--- config.mk ---
export PLATFORM = sky130hd
export DESIGN_NAME = fft_input_reorder
export DESIGN_NICKNAME = d
export VERILOG_FILES = /design/src/fft_num_pkg.sv /design/src/fft_geom_pkg.sv /design/src/fft_input_reorder.sv
export SDC_FILE = /design/constraint.sdc
export NUM_CORES = 1
export LEC_CHECK = 0
export BUFFER_PORTS_ARGS = -buffer_cell sky130_fd_sc_hd__buf_4
export CORE_AREA = 2 2 105 107
export CTS_CLUSTER_DIAMETER = 80
export DETAILED_ROUTE_END_ITERATION = 8
export DIE_AREA = 0 0 107 109
export PLACE_DENSITY = 0.77
export SYNTH_ARGS = -nofsm -noshare
export SYNTH_HDL_FRONTEND = slang
export SYNTH_SLANG_ARGS = --single-unit
--- constraint.sdc ---
create_clock -name clk -period 0.8 [get_ports clk]
set_input_delay 0.12 -clock clk [delete_from_list [all_inputs] [get_ports clk]]
set_output_delay 0.12 -clock clk [all_outputs]
set_load 0.02 [all_outputs]
--- src/fft_num_pkg.sv ---
`default_nettype none

package fft_num_pkg;

    localparam int data_w_c        = 5;   // input component
    localparam int acc_w_c         = 12;  // internal component, room for growth
    localparam int out_w_c         = 10;  // result component
    localparam int twiddle_w_c     = 5;

    // twiddles hold cos and sin times ten
    localparam int twiddle_scale_c = 10;

    typedef struct packed {
        logic signed [twiddle_w_c-1:0] re;
        logic signed [twiddle_w_c-1:0] im;
    } twiddle_t;

    typedef struct packed {
        logic signed [data_w_c-1:0] re;
        logic signed [data_w_c-1:0] im;
    } cplx_in_t;

    typedef struct packed {
        logic signed [acc_w_c-1:0] re;
        logic signed [acc_w_c-1:0] im;
    } cplx_acc_t;

    typedef struct packed {
        logic signed [out_w_c-1:0] re;
        logic signed [out_w_c-1:0] im;
    } cplx_out_t;

    // one lane per point, lane 0 in the low bits
    typedef cplx_in_t  [7:0] frame_in_t;
    typedef cplx_acc_t [7:0] frame_acc_t;
    typedef cplx_out_t [7:0] frame_out_t;

endpackage

`default_nettype wire

--- src/fft_geom_pkg.sv ---
`default_nettype none

package fft_geom_pkg;

    import fft_num_pkg::*;

    localparam int fft_n_c      = 8;
    localparam int fft_stages_c = 3;  // log2 of fft_n_c

    // lane i of the first stage takes input point bitrev_c[i]
    localparam int bitrev_c [fft_n_c] = '{0, 4, 2, 6, 1, 5, 3, 7};

    // W8^k = cos(2 pi k / 8) - j sin(2 pi k / 8), scaled by ten
    localparam twiddle_t twiddle_rom_c [fft_n_c/2] = '{
        twiddle_t'{re:  5'sd10, im:  5'sd0},   // k = 0
        twiddle_t'{re:  5'sd7,  im: -5'sd7},   // k = 1
        twiddle_t'{re:  5'sd0,  im: -5'sd10},  // k = 2
        twiddle_t'{re: -5'sd7,  im: -5'sd7}    // k = 3
    };

endpackage

`default_nettype wire

--- src/fft_input_reorder.sv ---
`default_nettype none
`timescale 1ns/100ps

module fft_input_reorder #(
    parameter int DATA_W = fft_num_pkg::data_w_c,
    parameter int ACC_W  = fft_num_pkg::acc_w_c
) (
    input  logic                    clk,
    input  logic                    rst_n,
    input  fft_num_pkg::frame_in_t  sample,
    output fft_num_pkg::frame_acc_t frame
);

    import fft_geom_pkg::*;

    typedef struct packed {
        logic signed [DATA_W-1:0] re;
        logic signed [DATA_W-1:0] im;
    } cplx_in_t;

    typedef struct packed {
        logic signed [ACC_W-1:0] re;
        logic signed [ACC_W-1:0] im;
    } cplx_t;

    cplx_in_t [fft_n_c-1:0] sample_v;
    cplx_t    [fft_n_c-1:0] widened;
    cplx_t    [fft_n_c-1:0] frame_q;

    assign sample_v = sample;

    // sign extend and pick the bit-reversed source lane
    for (genvar i = 0; i < fft_n_c; i++) begin : g_lane
        assign widened[i].re = ACC_W'(sample_v[bitrev_c[i]].re);
        assign widened[i].im = ACC_W'(sample_v[bitrev_c[i]].im);
    end

    always_ff @(posedge clk or negedge rst_n) begin
        if (!rst_n) begin
            frame_q <= '0;
        end else begin
            frame_q <= widened;  // sampled every cycle
        end
    end

    assign frame = frame_q;

endmodule

`default_nettype wire

# Word level (Yosys, flattened, before mapping)

Index checks and enable logic that the tools add are counted.
W data, S select, Z words.

Bitwise logic cells: 0
Shift operators: 0
Reduce and logical (&&, ||, !) cells: 0
Div/mod/pow operators: 0
Magnitude comparators: 0
$add $sub $neg: 0
$mul: 0
Muxes and demuxes: 0
Eq/ne operators: 0

ROM bits: 0
Latch bits: 0
Input bits: 82
Output and inout bits: 192
Flip-flop bits (word level): 80
Logic and storage cells: 16
RAM bits: 0
Memories kept: 0

# Logic depth before layout (Yosys ltp)

Gate-level depths: netlist of the first run.

Depth in word-level cells: 0
Depth in mapped cells: 1
Mapped depth without buffers: 0

# Least setup slack after synthesis of the first run

No wires, ideal clock.

Path kind: flip-flop to output port
From: register frame[100] (netlist name)
To: output port frame[101] in the netlist's numbering
Setup slack: -0.041 ns
Cell stages (with the launch flop): 2
Arrival time: 0.721 ns
Required time: 0.680 ns
Buffers on the path: 1
Path through: dfrtp_1 > buf_4

RTL lines:

| item             | RTL line                | text |
|---|---|---|
| end: declaration | fft_input_reorder.sv:11 | `output fft_num_pkg::frame_acc_t frame` |

No word-level cell between the ends.

# Final worst setup path of the first run

From: register frame[136] (netlist name)
To: output port frame[141] in the netlist's numbering

No word-level cell between the ends.

==> results of run 1 <==
## path summary, 6_finish.rpt
| check | endpoint | slack [ns] | cells after the start |
|---|---|---|---|
| setup / recovery | frame[141] | -0.34 | 1 |
| hold / removal | frame[13] | 0.29 | 3 |
| max in group asynchronous | frame[40] | 0.22 | 3 |
| min in group clk | frame[172] | 0.41 | 2 |
## per-stage QoR
stage | cell area (um^2) | hold WS (ns)
global placement | 4290 | 0.0985
global route | 5760 | 0.303
finish | 5760 | 0.290
floorplan | 2860 | -0.176
CTS | 5650 | 0.257
detailed placement | 4290 | 0.104
## cell families after synthesis
family	Yosys count	synth area share
buffers and inverters	112	0.296
flip-flops	80	0.704
## timing repair
action,4_1_cts,5_1_grt
setup endpoints to repair,192,192
gates resized for setup,94,31
hold endpoints to repair,160,0
hold buffers,81,0
## per-layer routing
metal  routed length (um)  track usage
met2                 4920        0.257
met3                  797       0.0472
met4                  256       0.0844
met5                    0            0
met1                 2870        0.143
## tightest hold or removal path, cell delays in order
cell and delay (ns):
sky130_fd_sc_hd__dlygate4sd3_1 0.54, sky130_fd_sc_hd__buf_4 0.14, sky130_fd_sc_hd__buf_12 0.20
## placed cells by master, fill, tap and decap left out
cell type	synthesis	layout
sky130_fd_sc_hd__buf_4	112	148
sky130_fd_sc_hd__buf_6	0	125
sky130_fd_sc_hd__dlygate4sd3_1	0	81
sky130_fd_sc_hd__dfrtp_1	80	64
sky130_fd_sc_hd__dfrtp_2	0	16
sky130_fd_sc_hd__clkbuf_8	0	9
sky130_fd_sc_hd__clkinv_4	0	2
sky130_fd_sc_hd__buf_12	0	2
sky130_fd_sc_hd__clkinv_2	0	1
sky130_fd_sc_hd__clkbuf_1	0	1
sky130_fd_sc_hd__bufinv_16	0	1
sky130_fd_sc_hd__inv_6	0	1
sky130_fd_sc_hd__clkinvlp_4	0	1
## area by class of cell
class / count / area [um^2]
fillers: 879 / 4840
clock buffers: 10 / 128
clock inverters: 6 / 68.8
well taps: 140 / 175
repair buffers: 356 / 3370
flip-flops and latches: 80 / 2020
## power groups by stage
stage	Combinational, mW	Sequential [mW]	Clock, mW
3_3_place_gp	1.86	4.46	0
6_report	2.39	4.46	2.92
2_1_floorplan	0.802	4.72	0
3_5_place_dp	1.88	4.48	0
5_1_grt	2.50	4.49	3.23
4_1_cts	2.35	4.44	3.09
==> results.yml, run 1 <==
detailed_routing:
  drtPass1Iterations: 4
  route.detailed.drc: 0
  drt_iter0_drc: 63
  finalWirelength_um: 8850
  detail-route-antenna-nets: 0
  vias: 2186
  wire_per_inst_um: 15.0
  viasPerCell: 3.69
synthesis:
  post_synth.cell_area_avg_um2: 14.8
  post_synth_inst_count: 192
  synth_cell_types: 2
  synth_most_common_cell: "sky130_fd_sc_hd__buf_4"
  synth.cells.most_frequent: "112 x sky130_fd_sc_hd__buf_4, 80 x sky130_fd_sc_hd__dfrtp_1"
  synth_top_area_frac: 0.704
  synth_area_um2: 2840
  synth.largest_area_cell: "sky130_fd_sc_hd__dfrtp_1"
  synth-async-reset-ratio: 1.00
  yosysSeqAreaShare: 0.704
  synth-seq-cells: 80
  yosysWarningCount: 0
  synth_fp_nets: 274
  synth_enable_flop_cells: 0
  ys_dominant_reg_cell: "sky130_fd_sc_hd__dfrtp_1"
  netlist_top_cells_area: "sky130_fd_sc_hd__dfrtp_1 70%, sky130_fd_sc_hd__buf_4 30%"
die:
  die_area_um2: 11700
  die-width_um: 107
  io-pin-count: 274
  floorplan.initialDensity: 0.268
  core_area_um2: 10600
  cell_row_count: 38
  fp.dieH_um: 109
sta:
  worstMarginPinSlew_ns: 0.257
  grt_setup_unrepaired: "yes"
  number_of_setup_violations_in_the_final_report: 192
  final.period_utilization: 1.43
  hold_violations: 0
  clock.fmax_mhz: 876
  timing.max_slew.rel_slack: 0.829
  finalCriticalPeriod_ns: 1.14
  final_critical_path_setup_slack_ns: -0.341
  final-max-slew-violation-count: 0
  timing.setup.tns_ns: -52.45
pwr:
  vdd.ir_drop.worst_mv: 0.983
  combPwrFrac: 0.244
  p_clk_frac: 0.299
  total_net_switching_power_mw: 2.73
  switching_part_of_the_total_power: 0.280
  cell_internal_pwr_mw: 7.04
  power.total_mw: 9.77
  cellLeakagePower_nw: 2.84
  power_per_standard_cell_area_nw_per_um2: 1690
  pwr-share-seq: 0.456
run_status:
  violations: "setup timing"
  outcome: "finished with violations"
finish:
  area_delta_synth_final_pct: 103
  layout.cells.non_filler: 592
  post_route_cells_drive_above_1_share: 0.677
  largest_register_ffs: 80
  multi_input_comb_area_um2: 0
  fin_nets: 529
  final_standard_cell_utilization_of_the_core: 0.544
  multi_input_gates: 0
  n_antenna_cell: 0
placed_design:
  port_buffers: 273
  placedCellCount: 495
  dpl.hpwl_um: 5990
  dp_slack_ns: 0.0503
  place.gp.congestion: 0.683
clocking:
  number_of_buffers_created_by_cts: 9
  clk_pin_slew_worst_paths_ns: 0.09
  clock_tree.root_cell: "sky130_fd_sc_hd__clkbuf_8"
  ctsHtreeMaxLevel: 3
  cts.sink_count: 80
  clk_path_buf_depth: 2
  buffer_count_from_post_cts_setup_fixing: 0
  cts_tree: "done"
global_routing:
  grt_pass1_vias: 2234
  overflow: 0
  wire_length_of_the_first_global_routing_pass_um: 12100
  antenna_found_initial: 0
  track_usage: 0.142
  maximum_number_of_pins_on_one_net_before_global_route_repair: 48
setup_path:
  critPathSlowestCell: "sky130_fd_sc_hd__dfrtp_2"
  worstPathBufferInverterCount: 1
  worst_path_dominant_cell_family: "flip-flops"
  worstPathMaxFanout: 8
  crit_path_max_incr_delay_ns: 0.49
  startpoint_type: "flip-flop"
  crit_arrival_ns: 1.02
  critical_path_start_end_classification: "flip-flop to primary output"
  crit_path_start: "frame[136]"
  worstSetupEndpointType: "primary output"
  data_required_time_at_the_worst_endpoint_ns: 0.68
  crit_chain: "buf_4"
run:
  max-cap-violations: 0
hold_path:
  hold_path_class: "primary input to async pin"
Note: power is estimated with default switching activity, not from simulation.
==> inputs of run 2 (changes only) <==
CELL_PAD_IN_SITES_DETAIL_PLACEMENT = 2   (was not set)
CELL_PAD_IN_SITES_GLOBAL_PLACEMENT = 2   (was not set)
CORE_AREA = not set   (was 2 2 105 107)
CORE_ASPECT_RATIO = 2   (was not set)
CORE_MARGIN = 2   (was not set)
CORE_UTILIZATION = 18   (was not set)
DIE_AREA = not set   (was 0 0 107 109)
PLACE_DENSITY = 0.88   (was 0.77)
==> results.yml, run 2 (synthesis gave the netlist of run 1 again) <==
run_status:
  outcome: "finished with violations"
  violations: "setup timing"
finish:
  multi_input_gates: 0
  area_delta_synth_final_pct: 112
  most-common-layout-cells: "149 x sky130_fd_sc_hd__buf_6, 124 x sky130_fd_sc_hd__buf_4, 81 x sky130_fd_sc_hd__dlygate4sd3_1"
  fin_nets: 529
  post_route_cells_drive_above_1_share: 0.679
  largest_register_ffs: 80
  layout.cells.most_common: "sky130_fd_sc_hd__buf_6"
  multi_input_comb_area_um2: 0
sta:
  timing.max_slew.rel_slack: 0.808
  finalCriticalPeriod_ns: 1.13
  final-max-slew-violation-count: 0
  timing.setup.tns_ns: -50.33
  clock.fmax_mhz: 882
  number_of_setup_violations_in_the_final_report: 192
  worstMarginPinSlew_ns: 0.289
  final_critical_path_setup_slack_ns: -0.333
  grt_setup_unrepaired: "yes"
  hold_violations: 0
  final.period_utilization: 1.42
clocking:
  clk_pin_slew_worst_paths_ns: 0.07
  number_of_buffers_created_by_cts: 9
  clk_path_buf_depth: 2
  ctsHtreeMaxLevel: 3
  cts_tree: "done"
  clock_tree.root_cell: "sky130_fd_sc_hd__clkbuf_16"
  cts.sink_count: 80
pwr:
  cellLeakagePower_nw: 2.92
  power.total_mw: 11.2
  vdd.ir_drop.worst_mv: 0.970
  power_per_standard_cell_area_nw_per_um2: 1860
setup_path:
  startpoint_type: "flip-flop"
  crit_chain: "buf_4"
  worstPathBufferInverterCount: 1
  data_required_time_at_the_worst_endpoint_ns: 0.68
  worstPathMaxFanout: 8
  crit_arrival_ns: 1.01
  critPathSlowestCell: "sky130_fd_sc_hd__dfrtp_2"
  critical_path_start_end_classification: "flip-flop to primary output"
  crit_path_max_incr_delay_ns: 0.49
  worstSetupEndpointType: "primary output"
  worst_path_dominant_cell_family: "flip-flops"
global_routing:
  antenna_found_initial: 1
  maximum_number_of_pins_on_one_net_before_global_route_repair: 54
  grt_pass1_vias: 2799
  overflow: 0
  wire_length_of_the_first_global_routing_pass_um: 17300
  track_usage: 0.139
die:
  io-pin-count: 274
  fp.dieH_um: 182
  die_area_um2: 16900
  floorplan.initialDensity: 0.182
  cell_row_count: 65
  die-width_um: 92.9
  core_area_um2: 15600
detailed_routing:
  finalWirelength_um: 12000
  route.detailed.drc: 0
  wire_per_inst_um: 18.4
  drtPass1Iterations: 4
  vias: 2315
  viasPerCell: 3.54
  detail-route-antenna-nets: 0
  drt_iter0_drc: 17
placed_design:
  place.gp.congestion: 0.727
  dpl.hpwl_um: 7410
  port_buffers: 273
run:
  max-cap-violations: 0
hold_path:
  hold_path_class: "primary input to async pin"
run 2: cell types whose count changed in the layout (fill, tap and decap cells not counted):
cell and change:
sky130_fd_sc_hd__buf_4 -24, sky130_fd_sc_hd__buf_6 +24, sky130_fd_sc_hd__clkbuf_16 +9, sky130_fd_sc_hd__clkbuf_8 -8
sky130_fd_sc_hd__clkbuf_1 -1, sky130_fd_sc_hd__clkinv_2 +1, sky130_fd_sc_hd__clkinvlp_4 -1, sky130_fd_sc_hd__diode_2 +1
run 2: worst paths after layout:
check	startpoint	slack, ns	to	depth (start not counted)
max in group asynchronous	rst_n	0.20	frame[76]	3
min	rst_n	0.28	frame[61]	3
max	frame[28]	-0.33	frame[31]	1
min in group clk	sample[27]	0.44	frame[62]	2
run 2: metrics by stage:
step	cells	instance area, um^2	worst slack [ns]	util	hold slack, ns
detailed placement	556	4360	0.0341	0.279	0.0927
global placement	556	4360	0.0409	0.279	0.0843
finish	654	6040	-0.333	0.387	0.275
floorplan	192	2860	0.0386	-	-0.176
CTS	653	5960	-0.342	0.382	0.264
global route	654	6040	-0.363	0.387	0.301
run 2: routing by layer:
metal | track usage | up-vias | part of all wire
met5 | 0 | - | 0
met4 | 0.0476 | 0 | 0.015
met3 | 0.0797 | 8 | 0.15
met2 | 0.237 | 258 | 0.49
met1 | 0.140 | 1063 | 0.34
li1 | - | 986 | -
run 2: layout make-up:
type                    instances  area (um^2)
repair buffers                356         3460
fillers                      1558         9570
flip-flops and latches         80         2020
diodes                          1         2.50
clock buffers                  10          239
well taps                     201          251
clock inverters                 6         66.3
run 2: where the power goes:
group / switching, mW / internal [mW]
combinational: 1.12 / 1.36
sequential: 0.239 / 4.26
clock: 1.71 / 2.51
total: 3.07 / 8.14
run 2: timing repair:
item | 4_1_cts | 5_1_grt
gates cloned | 0 | 0
setup buffers | 0 | 0
endpoints found under the setup margin | 192 | 192
resized for setup | 129 | 20
hold buffers | 81 | 0
hold endpoints to repair | 160 | 0
==> inputs of run 3 (changes only) <==
==> constraint.sdc (replaced) <==
create_clock -name clk -period 0.8 [get_ports clk]
set_input_delay 0.12 -clock clk [delete_from_list [all_inputs] [get_ports clk]]
set_output_delay 0.12 -clock clk [all_outputs]
set_load 0.005 [all_outputs]
==> results.yml, run 3 (synthesis gave the netlist of run 1 again) <==
run_status:
  outcome: "finished with violations"
  violations: "setup timing"
die:
  die-width_um: 92.9
  die_area_um2: 16900
  cell_row_count: 65
  fp.dieH_um: 182
  core_area_um2: 15600
  floorplan.initialDensity: 0.182
  io-pin-count: 274
global_routing:
  groute.layer.met1.usage: 0.148
  gr-max-usage-layer: "met2"
  grt_pass1_vias: 2756
  global_route.usage.met3: 0.0726
  met2_usage: 0.256
  track_usage: 0.146
  maximum_number_of_pins_on_one_net_before_global_route_repair: 38
  antenna_found_initial: 0
  wire_length_of_the_first_global_routing_pass_um: 17900
  overflow: 0
finish:
  area_delta_synth_final_pct: 116
  multi_input_comb_area_um2: 0
  fin_area_um2: 6130
  layout.cells.most_common: "sky130_fd_sc_hd__buf_6"
  post_route_cells_drive_above_1_share: 0.678
  n_antenna_cell: 0
  largest_register_ffs: 80
  fin_nets: 529
  most-common-layout-cells: "181 x sky130_fd_sc_hd__buf_6, 92 x sky130_fd_sc_hd__buf_4, 81 x sky130_fd_sc_hd__dlygate4sd3_1"
  multi_input_gates: 0
setup_path:
  data_required_time_at_the_worst_endpoint_ns: 0.68
  worstSetupEndpointType: "primary output"
  critical_path_start_end_classification: "flip-flop to primary output"
  worstPathMaxFanout: 8
  startpoint_type: "flip-flop"
  crit_arrival_ns: 1.00
  crit_path_max_incr_delay_ns: 0.52
  crit_chain: "buf_6"
  worst_path_dominant_cell_family: "flip-flops"
  worstPathBufferInverterCount: 1
  critPathSlowestCell: "sky130_fd_sc_hd__dfrtp_2"
sta:
  final_critical_path_setup_slack_ns: -0.320
  clock.fmax_mhz: 893
  holdWs_ns: 0.215
  timing.setup.tns_ns: -47.56
  timing.max_slew.rel_slack: 0.822
  hold_violations: 0
  worstMarginPinSlew_ns: 0.267
  final.period_utilization: 1.40
  number_of_setup_violations_in_the_final_report: 192
  grt_setup_unrepaired: "yes"
  finalCriticalPeriod_ns: 1.12
  final-max-slew-violation-count: 0
clocking:
  clk_pin_slew_worst_paths_ns: 0.06
  cts.sink_count: 80
  clk_path_buf_depth: 2
  ctsHtreeMaxLevel: 3
  number_of_buffers_created_by_cts: 9
  cts_tree: "done"
  buffer_count_from_post_cts_setup_fixing: 0
  clock_tree.root_cell: "sky130_fd_sc_hd__clkbuf_16"
pwr:
  pwr-share-seq: 0.437
  cell_internal_pwr_mw: 7.96
  switching_part_of_the_total_power: 0.230
  combPwrFrac: 0.187
  vdd.ir_drop.worst_mv: 1.02
  power_per_standard_cell_area_nw_per_um2: 1680
  cellLeakagePower_nw: 2.94
  p_clk_frac: 0.377
  total_net_switching_power_mw: 2.38
  power.total_mw: 10.3
placed_design:
  port_buffers: 273
  place.gp.congestion: 0.790
  dpl.hpwl_um: 7620
  placement.cell_area_um2: 4340
detailed_routing:
  wire_per_inst_um: 19.2
  drtPass1Iterations: 4
  vias: 2298
  detail-route-antenna-nets: 0
  viasPerCell: 3.53
  drt_iter0_drc: 32
  finalWirelength_um: 12500
  route.detailed.drc: 0
hold_path:
  hold_path_class: "primary input to async pin"
run:
  max-cap-violations: 0
[run 3: metal layers]
layer,up-vias,part of all wire
met2,250,0.51
met3,8,0.14
met1,1061,0.34
li1,979,-
met5,-,0
met4,0,0.012
[run 3: worst paths after layout]
kind / to / cells after the start / slack (ns) / startpoint
min: frame[168] / 2 / 0.22 / rst_n
max: frame[137] / 1 / -0.32 / frame[136]
min in group clk: frame[160] / 2 / 0.43 / sample[39]
max in group asynchronous: frame[148] / 3 / 0.11 / rst_n
[run 3: area by class of cell]
cell class | instances | area, um^2
fill | 1558 | 9480
timing repair buffer | 356 | 3580
sequential | 80 | 2020
clock buffer | 12 | 267
tap | 201 | 251
clock inverter | 2 | 15.0
[run 3: power by group through the flow]
stage          logic [mW]  clock network (mW)  registers, mW
2_1_floorplan       0.442                   0           4.47
3_3_place_gp         1.26                   0           4.46
3_5_place_dp         1.30                   0           4.48
4_1_cts              1.88                4.05           4.50
5_1_grt              2.06                4.23           4.54
6_report             1.93                3.89           4.52
[run 3: timing repair]
| action | 4_1_cts | 5_1_grt |
|---|---|---|
| pin swaps | 0 | 0 |
| gates resized for setup | 183 | 14 |
| hold endpoints to repair | 160 | 0 |
| hold buffers | 81 | 0 |
| endpoints found under the setup margin | 192 | 192 |
[run 3: metrics by stage]
stage,instances,setup slack [ns],utilization
CTS,651,-0.332,0.390
global placement,556,0.0292,0.278
global route,651,-0.367,0.393
floorplan,192,0.0980,-
finish,651,-0.320,0.393
detailed placement,556,-0.0262,0.278
